## src/ex_op_pkg.sv

```systemverilog
// Execute stage operation encodings
package ex_op_pkg;

  ////////////////////
  // ALU operators
  ////////////////////

  typedef enum logic [3:0] {
    ALU_ADD = 4'h0,
    ALU_SUB = 4'h1,
    ALU_AND = 4'h2,
    ALU_OR  = 4'h3,
    ALU_XOR = 4'h4,
    ALU_SLL = 4'h5,
    ALU_SRL = 4'h6,
    ALU_SRA = 4'h7,
    // Compares, result is a single bit
    ALU_EQ  = 4'h8,
    ALU_NE  = 4'h9,
    ALU_LT  = 4'ha,
    ALU_LTU = 4'hb,
    ALU_GE  = 4'hc,
    ALU_GEU = 4'hd
  } alu_op_e;

  ////////////////////
  // Quantizer
  ////////////////////

  // Output levels of the 2-bit mode
  localparam int QNT_LEVELS = 4;
  // Byte distance between stored thresholds
  localparam int QNT_STEP   = 4;

endpackage

```

## src/ex_bus_pkg.sv

```systemverilog
// Execute stage data and bus types
package ex_bus_pkg;

  ////////////////////
  // Widths
  ////////////////////

  // Operand and result word
  localparam int WORD_W     = 32;
  // Register file address
  localparam int REG_ADDR_W = 5;
  // Wishbone byte address
  localparam int WB_ADDR_W  = 32;

  ////////////////////
  // Types
  ////////////////////

  typedef logic [WORD_W-1:0]     word_t;
  typedef logic [REG_ADDR_W-1:0] reg_addr_t;
  typedef logic [WB_ADDR_W-1:0]  wb_addr_t;

endpackage

```

## src/ex_alu.sv

```systemverilog
// Single-cycle integer ALU
`timescale 1ns/1ps

module ex_alu (
  input  ex_op_pkg::alu_op_e operator_i,
  input  ex_bus_pkg::word_t  operand_a_i,
  input  ex_bus_pkg::word_t  operand_b_i,
  output ex_bus_pkg::word_t  result_o,
  output logic               cmp_result_o
);

  logic        is_signed;
  logic [32:0] diff;
  logic        lt;
  logic        eq;
  logic [4:0]  shamt;

  // Signed compare only for LT and GE
  assign is_signed = (operator_i == ex_op_pkg::ALU_LT) ||
                     (operator_i == ex_op_pkg::ALU_GE);

  // Shared subtractor, one extra bit so the top bit is the sign
  assign diff = {is_signed & operand_a_i[31], operand_a_i} -
                {is_signed & operand_b_i[31], operand_b_i};

  assign lt    = diff[32];
  assign eq    = (operand_a_i == operand_b_i);
  // RV32 shifts use the low 5 bits only
  assign shamt = operand_b_i[4:0];

  ////////////////////
  // Result select
  ////////////////////

  always_comb begin
    result_o     = '0;
    cmp_result_o = 1'b0;
    case (operator_i)
      ex_op_pkg::ALU_ADD: result_o = operand_a_i + operand_b_i;
      ex_op_pkg::ALU_SUB: result_o = diff[31:0];
      ex_op_pkg::ALU_AND: result_o = operand_a_i & operand_b_i;
      ex_op_pkg::ALU_OR:  result_o = operand_a_i | operand_b_i;
      ex_op_pkg::ALU_XOR: result_o = operand_a_i ^ operand_b_i;
      ex_op_pkg::ALU_SLL: result_o = operand_a_i << shamt;
      ex_op_pkg::ALU_SRL: result_o = operand_a_i >> shamt;
      ex_op_pkg::ALU_SRA: result_o = $signed(operand_a_i) >>> shamt;
      // Compares drive the branch decision too
      ex_op_pkg::ALU_EQ:  cmp_result_o = eq;
      ex_op_pkg::ALU_NE:  cmp_result_o = ~eq;
      ex_op_pkg::ALU_LT,
      ex_op_pkg::ALU_LTU: cmp_result_o = lt;
      ex_op_pkg::ALU_GE,
      ex_op_pkg::ALU_GEU: cmp_result_o = ~lt;
      default: begin
        result_o     = '0;
        cmp_result_o = 1'b0;
      end
    endcase
    // Compare bit lands in bit 0 of the result
    if (operator_i >= ex_op_pkg::ALU_EQ) begin
      result_o = ex_bus_pkg::word_t'(cmp_result_o);
    end
  end

endmodule

```

## src/ex_mult.sv

```systemverilog
// Digit-serial multiplier
`timescale 1ns/1ps

module ex_mult #(
  parameter int MULT_DIGIT_W = 8
) (
  input  logic              clk,
  input  logic              rst_n,
  input  logic              enable_i,
  input  ex_bus_pkg::word_t op_a_i,
  input  ex_bus_pkg::word_t op_b_i,
  input  logic              ex_ready_i,
  output ex_bus_pkg::word_t result_o,
  output logic              ready_o
);

  // One digit of op_b per cycle
  localparam int NUM_DIGITS = ex_bus_pkg::WORD_W / MULT_DIGIT_W;
  localparam int CNT_W      = (NUM_DIGITS > 2) ? $clog2(NUM_DIGITS) : 1;

  typedef enum logic [1:0] {M_IDLE, M_RUN, M_DONE} mult_state_e;

  mult_state_e       state_q;
  logic [CNT_W-1:0]  cnt_q;
  ex_bus_pkg::word_t acc_q;
  ex_bus_pkg::word_t mcand_q;
  ex_bus_pkg::word_t mplier_q;
  ex_bus_pkg::word_t pp_first;
  ex_bus_pkg::word_t pp_next;

  // Partial products, low word only
  assign pp_first = op_a_i * ex_bus_pkg::word_t'(op_b_i[MULT_DIGIT_W-1:0]);
  assign pp_next  = mcand_q * ex_bus_pkg::word_t'(mplier_q[MULT_DIGIT_W-1:0]);

  ////////////////////
  // Control
  ////////////////////

  always_ff @(posedge clk or negedge rst_n) begin
    if (!rst_n) begin
      state_q <= M_IDLE;
      cnt_q   <= '0;
    end else begin
      case (state_q)
        M_IDLE: if (enable_i) begin
          // Digit 0 is taken straight from the inputs
          state_q <= M_RUN;
          cnt_q   <= CNT_W'(1);
        end
        M_RUN: if (cnt_q == CNT_W'(NUM_DIGITS - 1)) begin
          state_q <= M_DONE;
        end else begin
          cnt_q <= cnt_q + CNT_W'(1);
        end
        // Hold the product until it retires
        M_DONE: if (ex_ready_i) state_q <= M_IDLE;
        default: state_q <= M_IDLE;
      endcase
    end
  end

  ////////////////////
  // Datapath
  ////////////////////

  always_ff @(posedge clk) begin
    if (state_q == M_IDLE && enable_i) begin
      acc_q    <= pp_first;
      mcand_q  <= op_a_i << MULT_DIGIT_W;
      mplier_q <= op_b_i >> MULT_DIGIT_W;
    end else if (state_q == M_RUN) begin
      // Multiplicand shifts left so each digit lands in place
      acc_q    <= acc_q + pp_next;
      mcand_q  <= mcand_q << MULT_DIGIT_W;
      mplier_q <= mplier_q >> MULT_DIGIT_W;
    end
  end

  assign result_o = acc_q;
  // Low while a new operation starts or runs
  assign ready_o  = (state_q == M_DONE) | ((state_q == M_IDLE) & ~enable_i);

endmodule

```

## src/ex_qnt.sv

```systemverilog
// 2-bit threshold quantizer
`timescale 1ns/1ps

module ex_qnt (
  input  logic                 clk,
  input  logic                 rst_n,
  input  logic                 enable_i,
  input  ex_bus_pkg::word_t    value_i,
  input  ex_bus_pkg::wb_addr_t base_i,
  input  logic                 ex_ready_i,
  // Wishbone classic master, reads only
  output logic                 wb_cyc_o,
  output logic                 wb_stb_o,
  output ex_bus_pkg::wb_addr_t wb_adr_o,
  input  logic                 wb_ack_i,
  input  ex_bus_pkg::word_t    wb_dat_i,
  output ex_bus_pkg::word_t    result_o,
  output logic                 ready_o
);

  localparam int LVL_W = $clog2(ex_op_pkg::QNT_LEVELS);

  // Offsets of the middle and upper thresholds
  localparam ex_bus_pkg::wb_addr_t MID_OFS = ex_bus_pkg::wb_addr_t'(ex_op_pkg::QNT_STEP);
  localparam ex_bus_pkg::wb_addr_t TOP_OFS = ex_bus_pkg::wb_addr_t'(2 * ex_op_pkg::QNT_STEP);

  typedef enum logic [2:0] {
    Q_IDLE,
    Q_RD1,
    Q_GAP,
    Q_RD2,
    Q_DONE
  } qnt_state_e;

  qnt_state_e       state_q;
  logic             ge_mid_q;
  logic             ge_sec_q;
  logic             ge_thr;
  logic [LVL_W-1:0] level;

  // Signed compare against the word on the bus
  assign ge_thr = $signed(value_i) >= $signed(wb_dat_i);

  ////////////////////
  // Search FSM
  ////////////////////

  always_ff @(posedge clk or negedge rst_n) begin
    if (!rst_n) begin
      state_q <= Q_IDLE;
    end else begin
      case (state_q)
        Q_IDLE: if (enable_i) state_q <= Q_RD1;
        Q_RD1:  if (wb_ack_i) state_q <= Q_GAP;
        // Bus idle for one cycle between reads
        Q_GAP:  state_q <= Q_RD2;
        Q_RD2:  if (wb_ack_i) state_q <= Q_DONE;
        Q_DONE: if (ex_ready_i) state_q <= Q_IDLE;
        default: state_q <= Q_IDLE;
      endcase
    end
  end

  // Compare results, captured on ack
  always_ff @(posedge clk) begin
    if (state_q == Q_RD1 && wb_ack_i) begin
      ge_mid_q <= ge_thr;
    end
    if (state_q == Q_RD2 && wb_ack_i) begin
      ge_sec_q <= ge_thr;
    end
  end

  ////////////////////
  // Bus and result
  ////////////////////

  assign wb_cyc_o = (state_q == Q_RD1) | (state_q == Q_RD2);
  assign wb_stb_o = wb_cyc_o;

  // Middle first, then upper or lower by the first compare
  always_comb begin
    if (state_q == Q_RD1) begin
      wb_adr_o = base_i + MID_OFS;
    end else if (ge_mid_q) begin
      wb_adr_o = base_i + TOP_OFS;
    end else begin
      wb_adr_o = base_i;
    end
  end

  // Above mid gives 2 plus upper hit, else lower hit
  assign level    = LVL_W'({ge_mid_q, ge_sec_q});
  assign result_o = ex_bus_pkg::word_t'(level);
  assign ready_o  = (state_q == Q_DONE) | ((state_q == Q_IDLE) & ~enable_i);

endmodule

```

## src/ex_writeback.sv

```systemverilog
// Result select and EX/WB register
`timescale 1ns/1ps

module ex_writeback (
  input  logic                  clk,
  input  logic                  rst_n,
  input  logic                  alu_en_i,
  input  logic                  mult_en_i,
  input  logic                  qnt_en_i,
  input  ex_bus_pkg::word_t     alu_result_i,
  input  ex_bus_pkg::word_t     mult_result_i,
  input  ex_bus_pkg::word_t     qnt_result_i,
  input  logic                  mult_ready_i,
  input  logic                  qnt_ready_i,
  input  logic                  regfile_we_i,
  input  ex_bus_pkg::reg_addr_t regfile_waddr_i,
  input  logic                  wb_ready_i,
  output logic                  ex_ready_o,
  output logic                  ex_valid_o,
  output logic                  regfile_we_wb_o,
  output ex_bus_pkg::reg_addr_t regfile_waddr_wb_o,
  output ex_bus_pkg::word_t     regfile_wdata_wb_o
);

  logic              any_en;
  logic              unit_done;
  logic              wb_free;
  ex_bus_pkg::word_t result;

  assign any_en    = alu_en_i | mult_en_i | qnt_en_i;
  // ALU is always done in the cycle it is presented
  assign unit_done = alu_en_i | (mult_en_i & mult_ready_i) | (qnt_en_i & qnt_ready_i);
  // Slot empty or draining this edge
  assign wb_free   = ~regfile_we_wb_o | wb_ready_i;

  assign ex_valid_o = unit_done & wb_free;
  assign ex_ready_o = any_en ? ex_valid_o : 1'b1;

  // At most one enable is high
  always_comb begin
    if (mult_en_i) begin
      result = mult_result_i;
    end else if (qnt_en_i) begin
      result = qnt_result_i;
    end else begin
      result = alu_result_i;
    end
  end

  ////////////////////
  // EX/WB register
  ////////////////////

  always_ff @(posedge clk or negedge rst_n) begin
    if (!rst_n) begin
      regfile_we_wb_o <= 1'b0;
    end else if (ex_valid_o) begin
      regfile_we_wb_o <= regfile_we_i;
    end else if (wb_ready_i) begin
      // WB took the old entry, nothing new behind it
      regfile_we_wb_o <= 1'b0;
    end
  end

  always_ff @(posedge clk) begin
    if (ex_valid_o) begin
      regfile_waddr_wb_o <= regfile_waddr_i;
      regfile_wdata_wb_o <= result;
    end
  end

endmodule

```

## src/ex_stage.sv

```systemverilog
// Reduced execute stage top
`timescale 1ns/1ps

module ex_stage #(
  parameter int MULT_DIGIT_W = 8
) (
  input  logic                  clk,
  input  logic                  rst_n,
  // ALU operation
  input  logic                  alu_en_i,
  input  ex_op_pkg::alu_op_e    alu_operator_i,
  input  ex_bus_pkg::word_t     alu_operand_a_i,
  input  ex_bus_pkg::word_t     alu_operand_b_i,
  // Multiply operation
  input  logic                  mult_en_i,
  input  ex_bus_pkg::word_t     mult_operand_a_i,
  input  ex_bus_pkg::word_t     mult_operand_b_i,
  // Quantize operation
  input  logic                  qnt_en_i,
  input  ex_bus_pkg::word_t     qnt_value_i,
  input  ex_bus_pkg::wb_addr_t  qnt_base_i,
  // Destination register
  input  logic                  regfile_we_i,
  input  ex_bus_pkg::reg_addr_t regfile_waddr_i,
  input  logic                  wb_ready_i,
  // Threshold memory
  output logic                  wb_cyc_o,
  output logic                  wb_stb_o,
  output ex_bus_pkg::wb_addr_t  wb_adr_o,
  input  logic                  wb_ack_i,
  input  ex_bus_pkg::word_t     wb_dat_i,
  // To fetch and decode
  output logic                  branch_decision_o,
  output logic                  ex_ready_o,
  output logic                  ex_valid_o,
  // To WB
  output logic                  regfile_we_wb_o,
  output ex_bus_pkg::reg_addr_t regfile_waddr_wb_o,
  output ex_bus_pkg::word_t     regfile_wdata_wb_o
);

  ex_bus_pkg::word_t alu_result;
  ex_bus_pkg::word_t mult_result;
  ex_bus_pkg::word_t qnt_result;
  logic              mult_ready;
  logic              qnt_ready;

  ////////////////////
  // Units
  ////////////////////

  // Compare bit is the branch decision
  ex_alu u_alu (
    .operator_i   (alu_operator_i),
    .operand_a_i  (alu_operand_a_i),
    .operand_b_i  (alu_operand_b_i),
    .result_o     (alu_result),
    .cmp_result_o (branch_decision_o)
  );

  ex_mult #(
    .MULT_DIGIT_W (MULT_DIGIT_W)
  ) u_mult (
    .clk        (clk),
    .rst_n      (rst_n),
    .enable_i   (mult_en_i),
    .op_a_i     (mult_operand_a_i),
    .op_b_i     (mult_operand_b_i),
    .ex_ready_i (ex_ready_o),
    .result_o   (mult_result),
    .ready_o    (mult_ready)
  );

  ex_qnt u_qnt (
    .clk        (clk),
    .rst_n      (rst_n),
    .enable_i   (qnt_en_i),
    .value_i    (qnt_value_i),
    .base_i     (qnt_base_i),
    .ex_ready_i (ex_ready_o),
    .wb_cyc_o   (wb_cyc_o),
    .wb_stb_o   (wb_stb_o),
    .wb_adr_o   (wb_adr_o),
    .wb_ack_i   (wb_ack_i),
    .wb_dat_i   (wb_dat_i),
    .result_o   (qnt_result),
    .ready_o    (qnt_ready)
  );

  // Handshake and pipeline register
  ex_writeback u_writeback (
    .clk                (clk),
    .rst_n              (rst_n),
    .alu_en_i           (alu_en_i),
    .mult_en_i          (mult_en_i),
    .qnt_en_i           (qnt_en_i),
    .alu_result_i       (alu_result),
    .mult_result_i      (mult_result),
    .qnt_result_i       (qnt_result),
    .mult_ready_i       (mult_ready),
    .qnt_ready_i        (qnt_ready),
    .regfile_we_i       (regfile_we_i),
    .regfile_waddr_i    (regfile_waddr_i),
    .wb_ready_i         (wb_ready_i),
    .ex_ready_o         (ex_ready_o),
    .ex_valid_o         (ex_valid_o),
    .regfile_we_wb_o    (regfile_we_wb_o),
    .regfile_waddr_wb_o (regfile_waddr_wb_o),
    .regfile_wdata_wb_o (regfile_wdata_wb_o)
  );

endmodule

```

## config.mk

```make
export PLATFORM = sky130hd
export DESIGN_NAME = ex_stage
export DESIGN_NICKNAME = d
export VERILOG_FILES = /design/src/ex_op_pkg.sv /design/src/ex_bus_pkg.sv /design/src/ex_alu.sv /design/src/ex_mult.sv /design/src/ex_qnt.sv /design/src/ex_writeback.sv /design/src/ex_stage.sv
export SDC_FILE = /design/constraint.sdc
export NUM_CORES = 2
export LEC_CHECK = 0
export BUFFER_PORTS_ARGS = -buffer_cell sky130_fd_sc_hd__buf_2
export CORE_MARGIN = 5
export CORE_UTILIZATION = 30
export CTS_CLUSTER_DIAMETER = 200
export CTS_CLUSTER_SIZE = 30
export DETAILED_ROUTE_END_ITERATION = 10
export GPL_ROUTABILITY_DRIVEN = 0
export PLACE_DENSITY = 0.43
export RECOVER_POWER = 100
export SYNTH_ARGS = -nofsm -noshare
export SYNTH_HDL_FRONTEND = slang
export SYNTH_SLANG_ARGS = --single-unit
```

## constraint.sdc

```tcl
create_clock -name clk -period 9.3 [get_ports clk]
set_input_delay 0.93 -clock clk [delete_from_list [all_inputs] [get_ports clk]]
set_output_delay 0.93 -clock clk [all_outputs]
set_load 0.02 [all_outputs]
```

* After elaboration in Yosys (flattened, before gate mapping)
Cells that the tools add are included. Widths: inputs -> output; s select.
Word-level totals: register bits 127, output and inout bits 75, logic and storage cells 118
Operators by class: add/subtract/negate cells 6, multipliers 2, magnitude comparators 2, equality and inequality tests 29, shift operators 3, muxes and demuxes 27, bitwise logic cells 23, reductions and logical operators 15
Operators by type and width (number):
- $mux 32 | 9
- $pmux 32 s8 | 1
- $add 32x32->32 | 2
- $mux 24 | 2
- $sub 33x33->33 | 1
- $add 32x3->32 const B | 1
- $add 32x4->32 const B | 1
- $and 32x32->32 | 1
- $eq 32x32->1 | 1
- $ge 32x32->1 | 1
- $mul 32x8->32 | 1
- $or 32x32->32 | 1
- $shl 32x5->32 | 1
- $shr 32x5->32 | 1
- $sshr 32x5->32 | 1
- $xor 32x32->32 | 1
- $eq 4x4->1 const B | 6
- $mul 24x8->24 | 1
- $eq 4x3->1 const B | 4
- $pmux 3 s5 | 1
- $ne 2x2->1 const B | 7
- $mux 3 | 4
- $eq 4x2->1 const B | 2
- $mux 2 | 4
- other kinds (25) | 52

* Depth between registers and ports, before layout
word-level depth 10, depth in mapped cells 30, depth with buffers taken out 29

* Hierarchy
A second synthesis with hierarchy kept.
Second synthesis, totals: cells, all modules 3467, area total of the unflattened synthesis 27976.8 um2
Modules (own cells, without submodules):
- ex_mult | times used 1, cells an instance 1711, area an instance 15541.2 um2
- ex_alu | times used 1, cells an instance 1351, area an instance 8635.8 um2
- ex_writeback | times used 1, cells an instance 151, area an instance 1900.6 um2
- ex_qnt | times used 1, cells an instance 254, area an instance 1899.3 um2

* Worst setup path before layout
OpenSTA, ideal clock, no wires.
kind register to register, start reg u_mult.mplier_q[7], end reg u_mult.acc_q[31], in the netlist u_mult.result_o[31] (data pin), data arrival time 6.128 ns, data required time 9.016 ns, path slack 2.888 ns, cell stages (with the launch flop) 26, path buffers 1, period minus slack after synthesis 6.412 ns, cell sequence edfxtp_1 -> clkbuf_1 -> and2_1 -> fa_1 -> fa_1 -> fa_1 -> inv_1 -> fa_1 -> inv_1 -> ha_1 -> a21o_1 -> a31o_2 -> a41oi_1 -> a21oi_1 -> xor2_1 -> ha_1 -> a21o_1 -> a21o_1 -> a21oi_1 -> o2111a_1 -> nor2_1 -> a221o_1 -> o41ai_1 -> xnor2_1 -> nor2_1 -> a21oi_1
On the way: word-level cells in the longest chain between the ends 4
Ends and longest elaborated chain:
- start: declaration | line ex_mult.sv:27 | ex_bus_pkg::word_t mplier_q;
- start signal: assignment | line ex_mult.sv:70 | mplier_q <= op_b_i >> MULT_DIGIT_W;
- start signal: assignment | line ex_mult.sv:75 | mplier_q <= mplier_q >> MULT_DIGIT_W;
- $mul 24x8->24 | line ex_mult.sv:33 | assign pp_next = mcand_q * ex_bus_pkg::word_t'(mplier_q[MULT_DIGIT_W-1:0]);
- $add 32x32->32 | line ex_mult.sv:73 | acc_q <= acc_q + pp_next;
- $mux 32 | line ex_mult.sv:71 | end else if (state_q == M_RUN) begin
- $mux 32 | line ex_mult.sv:67 | if (state_q == M_IDLE && enable_i) begin
- end signal: assignment | line ex_mult.sv:68 | acc_q <= pp_first;
- end signal: assignment | line ex_mult.sv:73
- end: declaration | line ex_mult.sv:25 | ex_bus_pkg::word_t acc_q;
No other way between the ends. The select of a mux whose other input is x is not followed. A chain may end at the register's enable or synchronous reset.

* Worst setup path in the final report
start in mult_en_i, end reg u_mult.acc_q[24], in the netlist u_mult.result_o[24] (data pin)
On the way: word-level cells in the longest chain between the ends 2
Ends and longest elaborated chain:
- start: declaration | line ex_stage.sv:15 | input logic mult_en_i,
- $logic_and 1x1->1 | line ex_mult.sv:67
- $mux 32 | line ex_mult.sv:67
No other way between the ends.

==> impl_metrics.tcl <==
set metrics [dict create \
    path_class "in2reg" \
    cp-start-kind "input pin" \
    synth_cell_types 87 \
    grt_max_degree 74 \
    clock.fmax_mhz 129.7 \
    antenna_cells 0 \
    fin_nets 4157 \
    rsz0062_at_grt "no" \
    clk_pin_slew_ns 0.07 \
    die_area_mm2 0.09627 \
    async_flop_share 0.06299 \
    wire_per_inst_um 21.66 \
    status "finished, violations left" \
    via_per_inst 5.208 \
    cp_max_fo 65 \
    crit_arrival_ns 7.99 \
    ctsHoldBuffers 0 \
    drc 0 \
    topRoutingLayerUsed "met5" \
    maxSlewViolCount 261 \
    cts_resized 0 \
    fin_tns_setup_ns 0 \
    cts_inserted_buffers 17 \
    drive_gt1_frac 0.1107 \
    synthCells 3242 \
    core_area_mm2 0.08974 \
    wl_mm 99.85 \
    vias 24000 \
    dr_wl_met3_mm 6.565 \
    antenna_found_initial 5 \
    met1_length_mm 46.68 \
    grt.overflow.total 0 \
    ys_top_cells_by_count "420 x nand2_1, 411 x inv_1, 267 x fa_1" \
    clockBufferDepth 2 \
    startpoint "mult_en_i" \
    maxCapViolCount 5 \
    io_buffers 311 \
    worst_slew_pin_slew_ns 4.368 \
    yosysTopAreaCell "fa_1" \
    slew_headroom -1.912 \
    skew_ns 0.01385 \
    fin_crit_ns 7.713 \
    cts_tree "built" \
    num_rows 110 \
    drt_pass1_iterations 5 \
    yosysWarnings 0 \
    ys_seq_elements 127 \
    h-tree-depth 4 \
    synth_seq_area_share 0.1395 \
    antenna_left 0 \
    synth.top_cell.area_share 0.1976 \
    clk_latency_ns 0.47 \
    dr_wl_met2_mm 44.26 \
    syn_to_final_growth_pct 11.01 \
    grt_use_total 0.2035 \
    dominantRegCellSynth "edfxtp_1" \
    initial_core_util 0.3014 \
    clkSinkCount 127 \
    die_y_um 310.3 \
    grt_pass1_wl_mm 150.4 \
    synth_most_common_cell "nand2_1" \
    end_kind "register" \
    synth_edf_count 119 \
    fin_crit_sh 0.8293 \
    syn_area_mm2 0.02705 \
    crit_required_ns 9.58 \
    dp_hpwl_mm 78.85 \
    cts_root_buf "clkbuf_16" \
    die_x_um 310.3 \
    r2r-start "u_mult.mplier_q[2]$_DFFE_PP_" \
    setup_violations 0 \
    grt_pass1_vias 24030 \
    drt_iter0_drc 1752 \
    violations "max-capacitance violations, max-slew violations" \
    syn-num-nets 3979 \
    pin_count 316 \
    postCtsSetupRepairBufs 0 \
    hold_violations 0 \
    synth_area_per_cell_um2 8.344 \
    synth.area.top_cells "fa_1 20%, edfxtp_1 13%, ha_1 11%" \
    hold_class "in2async" \
]
## final timing paths
path	end	slack, ns	depth (start not counted)
worst min-delay path	u_qnt.state_q[0]$_DFFE_PN0P_	0.37	1
worst max register to register	u_mult.result_o[31]$_DFFE_PP_	2.16	24
worst min register to register	u_mult.mplier_q[6]$_DFFE_PP_	0.51	2
max in group asynchronous	u_mult.cnt_q[1]$_DFFE_PN0P_	8.62	1
worst max-delay path	u_mult.result_o[24]$_DFFE_PP_	1.59	8
min in group clk	u_mult.mplier_q[6]$_DFFE_PP_	0.51	2
## sequential cells by signal, summed over array words and instances, names as in the netlist
register / flops
u_mult.result_o: 32
u_writeback.regfile_wdata_wb_o: 32
u_mult.mcand_q: 24
u_mult.mplier_q: 24
u_writeback.regfile_waddr_wb_o: 5
u_qnt.state_q: 3
u_mult.cnt_q: 2
u_mult.state_q: 2
u_qnt.ge_mid_q: 1
u_qnt.ge_sec_q: 1
u_writeback.regfile_we_wb_o: 1
## stage by stage
step | hold WS [ns] | instance area, µm² | std cells | utilization | setup slack [ns]
floorplan | 0.4843 | 27050 | 3242 | - | 2.888
global placement | 0.4969 | 29540 | 4577 | 0.3292 | 2.149
detailed placement | 0.4973 | 29540 | 4577 | 0.3292 | 2.165
CTS | 0.2596 | 30160 | 4609 | 0.3361 | 2.120
global route | 0.3987 | 30030 | 4609 | 0.3346 | 0.8763
finish | 0.3694 | 30030 | 4609 | 0.3346 | 1.587
## per-layer routing
layer / GRT usage / vias to the layer above
met5: 0 / -
met4: 0.05114 / 2
met3: 0.03723 / 101
met2: 0.3188 / 717
met1: 0.2921 / 11880
li1: - / 11310
## area by class of cell
class | count | area [µm²]
clock buffers | 18 | 429.2
clock inverters | 14 | 190.2
fillers | 9635 | 59710
inverters | 415 | 1558
multi-input cells | 2521 | 20960
flip-flops and latches | 127 | 3774
well taps | 1176 | 1471
repair buffers | 338 | 1645
## kinds of logic after synthesis
logic type / Yosys count / synth area share
and+or+nand+nor: 1118 / 0.1967
AOI/OAI and AO/OA: 664 / 0.1624
buffers and inverters: 594 / 0.08594
adders and majority gates: 496 / 0.3035
xor gates and xnor gates: 140 / 0.04533
DFF: 127 / 0.1395
muxes: 103 / 0.06656
## worst max-delay path, stage by stage
cell and delay (ns):
buf_2 0.07, clkbuf_1 1.68, or3b_2 0.52, clkbuf_2 0.73, inv_1 0.98, clkbuf_1 2.14, nand2_1 0.56, o21ai_0 0.29
## cell usage in the layout (no fill, tap or decap), types with 12 or more instances in the layout
cell type	instances
ha_1	229
o21a_1	22
a211o_1	13
or3_1	18
a21oi_1	186
mux2i_1	37
o221ai_1	14
nor2b_1	18
o211ai_1	22
a221oi_1	30
a31oi_1	17
nand4_1	21
nor2_1	217
fa_1	267
inv_1	410
or2_2	12
xnor2_1	101
buf_4	22
and2_0	15
and3_1	17
a21o_1	43
and2_1	220
a211oi_1	38
nor3_1	51
buf_2	234
o21bai_1	24
clkbuf_16	17
edfxtp_1	119
xor2_1	39
nand2b_1	26
o21ai_0	135
clkbuf_1	82
o31ai_1	16
nand2_1	420
nand3_1	49
mux4_2	61
Power is left out: the tool's default activity adds up to more than one toggle a clock period on the data nets, which glitch-free logic cannot reach.
